`config.mk`:
```
export PLATFORM = sky130hd
export DESIGN_NAME = hazard_unit
export DESIGN_NICKNAME = d
export VERILOG_FILES = /design/src/rv_pkg.sv /design/src/hazard_unit.sv
export SDC_FILE = /design/constraint.sdc
export NUM_CORES = 1
export LEC_CHECK = 0
export ABC_AREA = 1
export BUFFER_PORTS_ARGS = -buffer_cell sky130_fd_sc_hd__buf_4
export CORE_MARGIN = 2
export CORE_UTILIZATION = 36
export DETAILED_ROUTE_END_ITERATION = 10
export PLACE_DENSITY_LB_ADDON = 0.25
export SYNTH_ARGS = -nofsm -noshare
export SYNTH_HDL_FRONTEND = slang
export SYNTH_SLANG_ARGS = --single-unit
```
`constraint.sdc`:
```
create_clock -name vclk -period 1
set_clock_uncertainty 0.15 [all_clocks]
set_input_delay 0.05 -clock vclk [all_inputs]
set_output_delay 0.05 -clock vclk [all_outputs]
set_load 0.01 [all_outputs]
```
`src/rv_pkg.sv`:
```
// rv32i subset pipeline: shared widths, encodings and instruction formats
`default_nettype none

package rv_pkg;

  localparam int xlen = 32;

  typedef logic [xlen-1:0] word_t;
  typedef logic [4:0] reg_idx_t;

  typedef enum logic [6:0] {
    op     = 7'b0110011,  // add, sub, and, or
    op_imm = 7'b0010011,  // addi
    load   = 7'b0000011,
    store  = 7'b0100011,
    branch = 7'b1100011,  // beq, bne
    system = 7'b1110011   // ecall
  } opcode_t;

  typedef enum logic [2:0] {
    alu_add,
    alu_sub,
    alu_and,
    alu_or,
    alu_pass_b
  } alu_op_t;

  // operand source picked in EX
  typedef enum logic [1:0] {
    fwd_none   = 2'd0,
    fwd_ex_mem = 2'd1,
    fwd_mem_wb = 2'd2
  } fwd_sel_t;

  typedef struct packed {
    logic [6:0] funct7;
    reg_idx_t   rs2;
    reg_idx_t   rs1;
    logic [2:0] funct3;
    reg_idx_t   rd;
    opcode_t    opcode;
  } r_fmt_t;

  typedef struct packed {
    logic [11:0] imm;
    reg_idx_t    rs1;
    logic [2:0]  funct3;
    reg_idx_t    rd;
    opcode_t     opcode;
  } i_fmt_t;

  typedef struct packed {
    logic [6:0] imm_hi;
    reg_idx_t   rs2;
    reg_idx_t   rs1;
    logic [2:0] funct3;
    logic [4:0] imm_lo;
    opcode_t    opcode;
  } s_fmt_t;

  // branch offset is scattered, bit 0 implied zero
  typedef struct packed {
    logic       imm_12;
    logic [5:0] imm_10_5;
    reg_idx_t   rs2;
    reg_idx_t   rs1;
    logic [2:0] funct3;
    logic [3:0] imm_4_1;
    logic       imm_11;
    opcode_t    opcode;
  } b_fmt_t;

  typedef union packed {
    r_fmt_t r_view;
    i_fmt_t i_view;
    s_fmt_t s_view;
    b_fmt_t b_view;
  } instr_t;

  localparam reg_idx_t halt_arg_reg = 5'd17;  // a7
  localparam word_t    halt_code    = 32'd10;
  localparam word_t    nop_instr    = 32'h0000_0013;  // addi x0, x0, 0

endpackage

`default_nettype wire
```
`src/hazard_unit.sv`:
```
// hazard unit: load-use stall detection and operand forwarding selects
`timescale 1ns/1ps
`default_nettype none

module hazard_unit (
  input  wire  rv_pkg::instr_t    if_id_instr,
  input  wire  rv_pkg::reg_idx_t  id_ex_rd,
  input  wire                     id_ex_mem_read,
  input  wire  rv_pkg::reg_idx_t  id_ex_rs1,
  input  wire  rv_pkg::reg_idx_t  id_ex_rs2,
  input  wire  rv_pkg::reg_idx_t  ex_mem_rd,
  input  wire                     ex_mem_reg_write,
  input  wire  rv_pkg::reg_idx_t  wb_rd,
  input  wire                     wb_en,
  output logic                    stall,
  output rv_pkg::fwd_sel_t        fwd_a,
  output rv_pkg::fwd_sel_t        fwd_b
);
  import rv_pkg::*;

  reg_idx_t src1;
  logic     uses_rs2;

  // newest producer wins, x0 never forwarded
  function automatic fwd_sel_t pick_fwd(reg_idx_t rs);
    if (rs != '0 && ex_mem_reg_write && ex_mem_rd == rs) return fwd_ex_mem;
    if (rs != '0 && wb_en && wb_rd == rs) return fwd_mem_wb;
    return fwd_none;
  endfunction

  assign src1 = (if_id_instr.r_view.opcode == system) ? halt_arg_reg : if_id_instr.r_view.rs1;
  assign uses_rs2 = if_id_instr.r_view.opcode inside {op, store, branch};

  assign stall = id_ex_mem_read && id_ex_rd != '0 &&
                 (id_ex_rd == src1 || (uses_rs2 && id_ex_rd == if_id_instr.r_view.rs2));

  assign fwd_a = pick_fwd(id_ex_rs1);
  assign fwd_b = pick_fwd(id_ex_rs2);

endmodule

`default_nettype wire

```
==> results.cfg <==
[hold_path]
hp-start = id_ex_mem_read
hold_depth = 4
holdCritPathClass = in -> out
hold_end = stall

[critical_path]
crit_arrival_ns = 1.06
crit_fanout = 2
cp-start-kind = input port
timing.critical_path.required_ns = 0.80
end_kind = output port
critPathKind = in -> out

[power_and_ir_drop]
combPwrFrac_pct = 100.0
pwr-share-seq_pct = 0
p_int_w = 0.000243
power.switching_w = 0.000202
p_clk_share_pct = 0
switching_share_pct = 45.4
ir_worst_vdd_mv = 0.185
leakagePower_nw = 0.638
power_density_nw_per_um2 = 378

[drt]
vias_per_cell = 5.19
vias = 970
drt_iter0_drc = 17
drtAntennaViolNets = 0
firstDrtPassIters = 4
drc_errors = 0
wl_per_cell_um = 12.9
wl_um = 2410

[sta]
hold_viol_final = 0
drv_slew = 0
fmax_mhz = 795
layout_min_cycle_time_ns = 1.26
slew_headroom_pct = 80.2
min_period_over_period_pct = 126
max_slew.worst_pin.slew_ns = 0.294
rsz0062_at_grt = true
setup_violations = 5
worst_slack_ns = -0.257

[global_route]
grt.overflow.total = 0
antenna_found_initial = 0
grt_pass1_wl_um = 3530
grt_usage_pct = 23.3
grt_max_degree = 10
grt_pass1_vias = 911

[layout]
register_area_um2 = 0
diodes = 0
clkbuf_count = 0
final_layout_size_suffix_gt1_share_pct = 53.2
syn_to_final_growth_pct = 107
fin_nets = 233
seq_cell_count = 0
layoutNonFillerInstCount = 187

[place]
hpwl_um = 1810
gp_congestion = 0.815
dp.cells = 185
pre_cts_slack_ns = -0.231
io_buffers = 50

[synth]
syn_inst = 110
synth_area_um2 = 569
syn-num-nets = 170
yosysWarnings = 0
seq_area_frac_synth_pct = 0
avgSynthCellArea_um2 = 5.18
synth.distinct_cells = 22

[run]
max_cap_viol_count = 0

[floorplanning]
die_h_um = 43.8
rows = 14
start_util_pct = 38.2
die_w_um = 43.8
core_area_um2 = 1490
io_pins = 65
die_area_um2 = 1920

[outcome]
violations = setup timing
outcome = finished with violations
[worst max-delay path by stage]
stage	startpoint	to	slack, ns
2_1_floorplan	if_id_instr[2]	stall	0.01
3_3_place_gp	if_id_instr[2]	stall	-0.21
3_5_place_dp	if_id_instr[2]	stall	-0.23
4_1_cts	if_id_instr[2]	stall	-0.23
5_1_grt	if_id_instr[3]	stall	-0.34
6_report	if_id_instr[3]	stall	-0.26
[synthesized netlist by cell type, drive strengths merged]
master	number	share of area (%)
nand4	2	2.2
xnor2	2	3.1
nor3	7	6.2
nor4	2	2.2
or2	1	1.1
nand2	32	24
inv	22	15
nor2	10	8.4
o22ai	2	2.2
nand3b	1	1.3
o2111ai	2	3.1
nand3	6	5.3
o21ai	6	5.3
a21oi	2	2.4
xor2	9	14
o211ai	2	2.6
a211oi	2	2.6
[critical path: stages]
cell and delay (ns):
buf_6 0.10, inv_4 0.04, nand2_4 0.06, buf_4 0.13, nor4_1 0.30, nand2_1 0.13, a21oi_2 0.12, buf_4 0.12
[metal layers]
metal  global-route usage [%]  part of all wire [%]  vias up  routed length (um)
li1                         -                     -      482                   -
met1                     27.0                    41      436                 981
met2                     46.2                    52       44                1250
met3                    0.417                   5.0        8                 121
met4                     5.45                   2.7        0                  65
met5                        0                     0        -                   0
[power groups by stage]
stage	clock network, W	registers (W)	logic (W)
after floorplan	0	0	0.000149
after global placement	0	0	0.000366
after detailed placement	0	0	0.000376
after CTS	0	0	0.000403
after global routing	0	0	0.000483
final	0	0	0.000445
[cells by family after synthesis]
group	after synthesis	share of synthesized area [%]
compound gates	16	18.2
xor+xnor	11	16.9
buf+inv	22	14.5
simple gates	61	50.3
[metrics by stage]
| step | setup TNS (ns) | utilization [%] | area, um^2 | hold slack [ns] | power (W) |
|---|---|---|---|---|---|
| 3_5_place_dp | -0.773 | 70.0 | 1040 | 0.312 | 0.000376 |
| 2_1_floorplan | 0 | - | 579 | 0.0742 | 0.000149 |
| 4_1_cts | -0.476 | 74.1 | 1100 | 0.312 | 0.000403 |
| 5_1_grt | -0.915 | 79.0 | 1180 | 0.333 | 0.000483 |
| 3_3_place_gp | -0.702 | 70.0 | 1040 | 0.306 | 0.000366 |
| 6_report | -0.560 | 79.0 | 1180 | 0.311 | 0.000445 |
[cell usage in the layout, fill, tap and decap left out, types with 3 or more instances in the layout]
cell,n
buf_4,51
nand2_1,24
inv_1,15
xor2_1,8
buf_6,8
nor2_1,7
nand2_2,7
nand3_1,6
nor3_2,6
o21ai_0,5
inv_4,4
inv_2,3
[area by class of cell]
cell class,instances,area (um^2)
multi-input combinational,89,576
tap,16,20.0
inverter,22,92.6
timing repair buffer,60,488
fill,110,313
[timing repair]
action                                  in CTS  in global routing
setup buffers                                0                  1
resized for setup                           19                 19
endpoints found under the setup margin       5                  5
pin swaps                                    2                 13
gates cloned                                 0                  1
hold buffers                                 0                  0
(Power assumes the default switching activity.)
