===== config.mk =====
export PLATFORM = sky130hd
export DESIGN_NAME = decode_stage
export DESIGN_NICKNAME = d
export VERILOG_FILES = /design/src/rv_pkg.sv /design/src/decode_stage.sv
export SDC_FILE = /design/constraint.sdc
export NUM_CORES = 2
export LEC_CHECK = 0
export BUFFER_PORTS_ARGS = -buffer_cell sky130_fd_sc_hd__buf_4
export CAP_MARGIN = 20
export CORE_MARGIN = 1.5
export CORE_UTILIZATION = 60
export DETAILED_ROUTE_END_ITERATION = 16
export HOLD_SLACK_MARGIN = 0.06
export PLACE_DENSITY = 0.78
export SYNTH_ARGS = -nofsm -noshare
export SYNTH_HDL_FRONTEND = slang
export SYNTH_SLANG_ARGS = --single-unit

===== constraint.sdc =====
create_clock -name clk -period 4.9 [get_ports clk]
set_input_delay 0.98 -clock clk [delete_from_list [all_inputs] [get_ports clk]]
set_output_delay 0.98 -clock clk [all_outputs]
set_load 0.02 [all_outputs]

===== src/rv_pkg.sv =====
// rv32i subset pipeline: shared widths, encodings and instruction formats
`default_nettype none

package rv_pkg;

  localparam int xlen = 32;

  typedef logic [xlen-1:0] word_t;
  typedef logic [4:0] reg_idx_t;

  typedef enum logic [6:0] {
    op     = 7'b0110011,  // add, sub, and, or
    op_imm = 7'b0010011,  // addi
    load   = 7'b0000011,
    store  = 7'b0100011,
    branch = 7'b1100011,  // beq, bne
    system = 7'b1110011   // ecall
  } opcode_t;

  typedef enum logic [2:0] {
    alu_add,
    alu_sub,
    alu_and,
    alu_or,
    alu_pass_b
  } alu_op_t;

  // operand source picked in EX
  typedef enum logic [1:0] {
    fwd_none   = 2'd0,
    fwd_ex_mem = 2'd1,
    fwd_mem_wb = 2'd2
  } fwd_sel_t;

  typedef struct packed {
    logic [6:0] funct7;
    reg_idx_t   rs2;
    reg_idx_t   rs1;
    logic [2:0] funct3;
    reg_idx_t   rd;
    opcode_t    opcode;
  } r_fmt_t;

  typedef struct packed {
    logic [11:0] imm;
    reg_idx_t    rs1;
    logic [2:0]  funct3;
    reg_idx_t    rd;
    opcode_t     opcode;
  } i_fmt_t;

  typedef struct packed {
    logic [6:0] imm_hi;
    reg_idx_t   rs2;
    reg_idx_t   rs1;
    logic [2:0] funct3;
    logic [4:0] imm_lo;
    opcode_t    opcode;
  } s_fmt_t;

  // branch offset is scattered, bit 0 implied zero
  typedef struct packed {
    logic       imm_12;
    logic [5:0] imm_10_5;
    reg_idx_t   rs2;
    reg_idx_t   rs1;
    logic [2:0] funct3;
    logic [3:0] imm_4_1;
    logic       imm_11;
    opcode_t    opcode;
  } b_fmt_t;

  typedef union packed {
    r_fmt_t r_view;
    i_fmt_t i_view;
    s_fmt_t s_view;
    b_fmt_t b_view;
  } instr_t;

  localparam reg_idx_t halt_arg_reg = 5'd17;  // a7
  localparam word_t    halt_code    = 32'd10;
  localparam word_t    nop_instr    = 32'h0000_0013;  // addi x0, x0, 0

endpackage

`default_nettype wire

===== src/decode_stage.sv =====
// decode stage: control decode, immediates, register file and the ID/EX register
`timescale 1ns/1ps
`default_nettype none

module decode_stage (
  input  wire                     clk,
  input  wire                     reset,
  input  wire  rv_pkg::instr_t    if_id_instr,
  input  wire  rv_pkg::word_t     if_id_pc,
  input  wire                     stall,
  input  wire                     flush,
  input  wire                     halted,
  input  wire                     wb_en,
  input  wire  rv_pkg::reg_idx_t  wb_rd,
  input  wire  rv_pkg::word_t     wb_data,
  output rv_pkg::alu_op_t         id_ex_alu_op,
  output logic                    id_ex_alu_src,
  output logic                    id_ex_mem_read,
  output logic                    id_ex_mem_write,
  output logic                    id_ex_reg_write,
  output logic                    id_ex_branch,
  output logic                    id_ex_branch_ne,
  output logic                    id_ex_ecall,
  output rv_pkg::reg_idx_t        id_ex_rs1,
  output rv_pkg::reg_idx_t        id_ex_rs2,
  output rv_pkg::reg_idx_t        id_ex_rd,
  output rv_pkg::word_t           id_ex_rs1_data,
  output rv_pkg::word_t           id_ex_rs2_data,
  output rv_pkg::word_t           id_ex_imm,
  output rv_pkg::word_t           id_ex_pc
);
  import rv_pkg::*;

  word_t    regs [32];
  alu_op_t  dec_alu_op;
  logic     dec_alu_src, dec_mem_read, dec_mem_write, dec_reg_write;
  logic     dec_branch, dec_ecall;
  reg_idx_t rs1_idx;
  word_t    dec_imm;
  word_t    rs1_val, rs2_val;

  always_comb begin
    dec_alu_op    = alu_add;
    dec_alu_src   = 1'b0;
    dec_mem_read  = 1'b0;
    dec_mem_write = 1'b0;
    dec_reg_write = 1'b0;
    dec_branch    = 1'b0;
    dec_ecall     = 1'b0;
    rs1_idx       = if_id_instr.r_view.rs1;
    dec_imm       = '0;
    case (if_id_instr.r_view.opcode)
      op: begin
        dec_reg_write = 1'b1;
        case (if_id_instr.r_view.funct3)
          3'b110:  dec_alu_op = alu_or;
          3'b111:  dec_alu_op = alu_and;
          default: dec_alu_op = if_id_instr.r_view.funct7[5] ? alu_sub : alu_add;
        endcase
      end
      op_imm, load: begin
        dec_alu_src   = 1'b1;
        dec_reg_write = 1'b1;
        dec_mem_read  = (if_id_instr.i_view.opcode == load);
        dec_imm       = {{20{if_id_instr.i_view.imm[11]}}, if_id_instr.i_view.imm};
      end
      store: begin
        dec_alu_src   = 1'b1;
        dec_mem_write = 1'b1;
        dec_imm = {{20{if_id_instr.s_view.imm_hi[6]}}, if_id_instr.s_view.imm_hi,
                   if_id_instr.s_view.imm_lo};
      end
      branch: begin
        dec_branch = 1'b1;
        dec_imm = {{19{if_id_instr.b_view.imm_12}}, if_id_instr.b_view.imm_12,
                   if_id_instr.b_view.imm_11, if_id_instr.b_view.imm_10_5,
                   if_id_instr.b_view.imm_4_1, 1'b0};
      end
      system: begin
        // ecall reads a7 and carries the halt code through the alu
        dec_ecall   = 1'b1;
        rs1_idx     = halt_arg_reg;
        dec_alu_op  = alu_pass_b;
        dec_alu_src = 1'b1;
        dec_imm     = halt_code;
      end
      default: ;  // unknown opcode behaves as a bubble
    endcase
  end

  // register file, written at the edge, x0 stays zero
  always_ff @(posedge clk) begin
    if (wb_en && wb_rd != '0) begin
      regs[wb_rd] <= wb_data;
    end
  end

  // same-cycle writeback bypass
  assign rs1_val = (rs1_idx == '0) ? '0 :
                   (wb_en && wb_rd == rs1_idx) ? wb_data : regs[rs1_idx];
  assign rs2_val = (if_id_instr.r_view.rs2 == '0) ? '0 :
                   (wb_en && wb_rd == if_id_instr.r_view.rs2) ? wb_data :
                   regs[if_id_instr.r_view.rs2];

  always_ff @(posedge clk) begin
    if (reset || (!halted && (stall || flush))) begin
      id_ex_alu_op    <= alu_add;
      id_ex_alu_src   <= 1'b0;
      id_ex_mem_read  <= 1'b0;
      id_ex_mem_write <= 1'b0;
      id_ex_reg_write <= 1'b0;
      id_ex_branch    <= 1'b0;
      id_ex_branch_ne <= 1'b0;
      id_ex_ecall     <= 1'b0;
      id_ex_rs1       <= '0;
      id_ex_rs2       <= '0;
      id_ex_rd        <= '0;
    end else if (!halted) begin
      id_ex_alu_op    <= dec_alu_op;
      id_ex_alu_src   <= dec_alu_src;
      id_ex_mem_read  <= dec_mem_read;
      id_ex_mem_write <= dec_mem_write;
      id_ex_reg_write <= dec_reg_write;
      id_ex_branch    <= dec_branch;
      id_ex_branch_ne <= if_id_instr.b_view.funct3[0];  // bne when set
      id_ex_ecall     <= dec_ecall;
      id_ex_rs1       <= rs1_idx;
      id_ex_rs2       <= if_id_instr.r_view.rs2;
      id_ex_rd        <= if_id_instr.r_view.rd;
    end
  end

  always_ff @(posedge clk) begin
    if (!halted) begin
      id_ex_rs1_data <= rs1_val;
      id_ex_rs2_data <= rs2_val;
      id_ex_imm      <= dec_imm;
      id_ex_pc       <= if_id_pc;
    end
  end

endmodule

`default_nettype wire


==> impl_results.md <==
* XOR/XNOR share of the synthesized area at less than 1%
* CTS buffer count at between 100 and 150
* Wire per inst at about 38 um
* Switch Pwr at about 5200 uW
* Seq/Total Area, Yosys at about two thirds
* Residual DRC count at 0
* First-pass GRT wire length at ~240,000 um
* Sink Count at approximately 1,200
* Dpl hpwl at between 90,000 and 100,000 um
* Synth cell count leaders: 1,133 x edfxtp_1, 354 x mux4_2, 232 x mux2i_1
* Critical path buffers and inverters at 3
* DRT Wirelength at about 170,000 um
* CP Launch Point: if_id_instr[3]
* Minimum clock period at 3330 ps
* Share of Yosys cell area claimed by the top area cell type at 64.4%
* # setup viols final at 0
* Top-count cell post-synth: edfxtp_1
* Largest area contributor in the netlist: edfxtp_1
* Largest net degree at the start of global routing at 114
* Slew @ Worst Pin at 1130 ps
* Die area at between 80,000 and 90,000 sq um
* Data required time of the critical path at roughly 5500 ps
* Cell area after layout at a little over 60,000 sq um
* Peak supply drop at between 0.3 and 0.4 mV
* Slew Limit Headroom at between 20 and 25%
* CP Max Fanout at 17
* Vias post-DR at about 35,000
* Logic gate share of total power at under 10%
* Yosys cell types at 60
* Clock skew at ~22 ps
* Largest family of logic cells by synthesized area: multiplexers
* Max incr delay on CP at 520 ps
* Synth area leaders: edfxtp_1 64%, mux4_2 15%, mux2i_1 4.4%
* Power Dens Cells at ~370 nW/um^2
* Post-Syn Area per Cell at approximately 18 sq um
* Initial drt markers at 6,438
* Global route total overflow at 0
* Post-CTS Hold Buffers at 0
* Initial antenna violation count at 14
* Fill cells at 5,413
* Outcome: finished clean
* Total chip power at ~22,000 uW
* I/O pin total at 260
* Port buffer count at 259
* Reg power frac at between 50% and 60%
* Hold WS at about 460 ps
* WS Path Type: in -> reg
* Max-slew violation count at 0
* FF+latch count, synth at ~1,200
* Vias per Instance at between 7 and 8
* Layout area overhead at 14.2%
* Synth async-reset ratio at 0%
* Number of global-route vias before repair at ~34,000
* Gpl congestion at approximately 0.90
* Period utilisation layout at around two thirds
* Post-Synth Simple-Gate Area at under 10%
* First-pass DRT Iterations at 6
* RSZ-0062 raised after global routing: false
* Share of layout cells above drive strength 1 at about 31%
* Number of H-tree levels at 3
* Power Internal at roughly 17,000 uW
* CP Capture Type: flip-flop
* Worst EP arrival at around 4000 ps
* Initial Util at between 60% and 70%
* Cell mode on critical path: buf_4
* Worst setup path endpoint: id_ex_rs1_data[6]$_SDFFCE_PN0N_
* Cell area after synthesis at 52,900 sq um
* DP Area at approximately 57,000 sq um
* Commonest register cell after synthesis: edfxtp_1
* Root Buffer: clkbuf_16
* Clock buffer depth at 3
* Min-delay worst type: in -> reg
* Fmax at around 300 MHz
* Post-Synth Adder-Cell Area at 0%
* Critical-path cell list: buf_4, nor4bb_2, buf_4, nand2_2, a32o_1, and4_2, a31oi_4, buf_4, a32o_1
* Setup TNS at 0 ps
* Setup bufs post-CTS at 0
* Worst r2r src: regs[20][4]$_DFFE_PP_
* Clock-pin slew on the worst setup and hold paths at roughly 60 ps
* Post-synth EDFFs at around 1,100
* Crit-path slowest cell: a31oi_4
* FF-to-FF setup slack at around 2500 ps
* Switching share of power at approximately a quarter
* Row cnt at approximately 110
* Compound-Gate Fraction of Synth Area at under 10%
* CTS tree: built
* Core footprint at ~87,000 sq um
* Critical Path Stages at 9
* Routed Antenna Nets at 0
* Reg-to-reg endpoint: id_ex_rs2_data[4]$_SDFFCE_PN0N_
* Synth Instances at approximately 3,000
* Fin util at about 69%
* Die W at approximately 300 um
* Top delay family on crit path: compound AO/OA/AOI/OAI gates
* Worst r2r path cells at 5
* Final net count at between 3,000 and 4,000
* Final Hold Viols at 0
* Static Leak at 0.0199 uW
* Max Cap Viol at 0
* Post-cts resize count at 0
* Die H at 300 um
* Gr usage total at roughly 38%
* Later-pin clock latency in the skew report at ~700 ps
* Clk network pwr share at a little under 40%
* CP Launch Type: input pin
* YS warnings at 0
* Mux contribution to synthesized area at between 20% and 30%
[area by class of cell]
cell class                      instances  area (sq um)  area share (%)
Clock inverter                         75           718            1.19
Inverter                                3          16.3          0.0270
Clock buffer                          141          3000            4.97
Timing Repair Buffer                  363          3250            5.38
Tap cell                             1155          1450            2.40
Sequential cell                      1157         34500            57.2
Antenna cell                            7          17.5          0.0290
Multi-Input combinational cell       1601         17400            28.8
[power by group through the flow]
stage          combinational, uW  clock, uW  sequential (uW)
2_1_floorplan               1140          0            11500
4_1_cts                     2080       8800            11200
6_report                    2120       8790            11200
5_1_grt                     2200       9160            11200
3_5_place_dp                2060          0            11400
3_3_place_gp                2010          0            11400
[cell usage in the layout (no fill, tap or decap), drive strengths merged, types with 11 or more instances in the layout]
master   instances
clkinv          51
o211ai          26
a211oi          55
nand3           11
conb            32
o221ai          54
o2111ai         23
or3             43
nand2           52
nor2b           48
a21oi          101
a31oi           11
clkbuf         141
a221oi          29
nor3            16
o22ai           95
bufinv          13
edfxtp        1133
mux2i          232
dfxtp           24
mux4           354
mux2            95
a32o            33
a22o            32
nor2           113
buf            363
o21ai           74
[logic make-up (layout without fill, tap and decap cells)]
group	after synthesis	after routing
buf+inv	275	582
simple gates	326	326
other cells	1	39
flops	1157	1157
mux	681	681
compound gates	554	554
xor+xnor	8	8
[routing by layer]
| metal | vias up | share of wire [%] | GRT usage, % |
|---|---|---|---|
| li1 | 13100 | - | - |
| met1 | 17300 | 33 | 49.9 |
| met2 | 3461 | 46 | 57.6 |
| met3 | 683 | 15 | 11.5 |
| met4 | 10 | 5.9 | 18.3 |
| met5 | - | 0.041 | 0 |
[state kept, by name, summed over array words and instances (netlist names)]
register,count
id_ex_rs2_data,32
id_ex_rs1_data,32
regs,1024
id_ex_imm,13
id_ex_rd,5
id_ex_alu_op,3
id_ex_branch_ne,1
id_ex_branch,1
id_ex_mem_write,1
id_ex_reg_write,1
id_ex_rs2,5
id_ex_rs1,5
id_ex_alu_src,1
id_ex_pc,32
id_ex_mem_read,1
[worst reg2reg max path: stages, from the launching register on]
cell and delay (ps):
edfxtp_1 390, mux4_2 480, mux2_2 270, a221oi_1 610, nor2_1 190, a22o_1 250
[worst min-delay path by stage]
stage,start,to,slack (ps),cells after the start
5_1_grt,if_id_pc[0],id_ex_pc[0]$_DFFE_PN_,450,1
3_3_place_gp,id_ex_alu_src$_SDFFE_PP0N_,id_ex_alu_src$_SDFFE_PP0N_,460,2
6_report,if_id_pc[19],id_ex_pc[19]$_DFFE_PN_,460,1
2_1_floorplan,id_ex_alu_src$_SDFFE_PP0N_,id_ex_alu_src$_SDFFE_PP0N_,540,2
3_5_place_dp,id_ex_alu_src$_SDFFE_PP0N_,id_ex_alu_src$_SDFFE_PP0N_,460,2
4_1_cts,if_id_pc[0],id_ex_pc[0]$_DFFE_PN_,440,1
[per-stage QoR]
step,setup WS [ps],std cells
6_report,1570,4502
5_1_grt,1600,4502
4_1_cts,1710,4495
3_5_place_dp,1020,4279
3_3_place_gp,1110,4279
2_1_floorplan,1030,3033
Power figures use the tool's default switching activity.
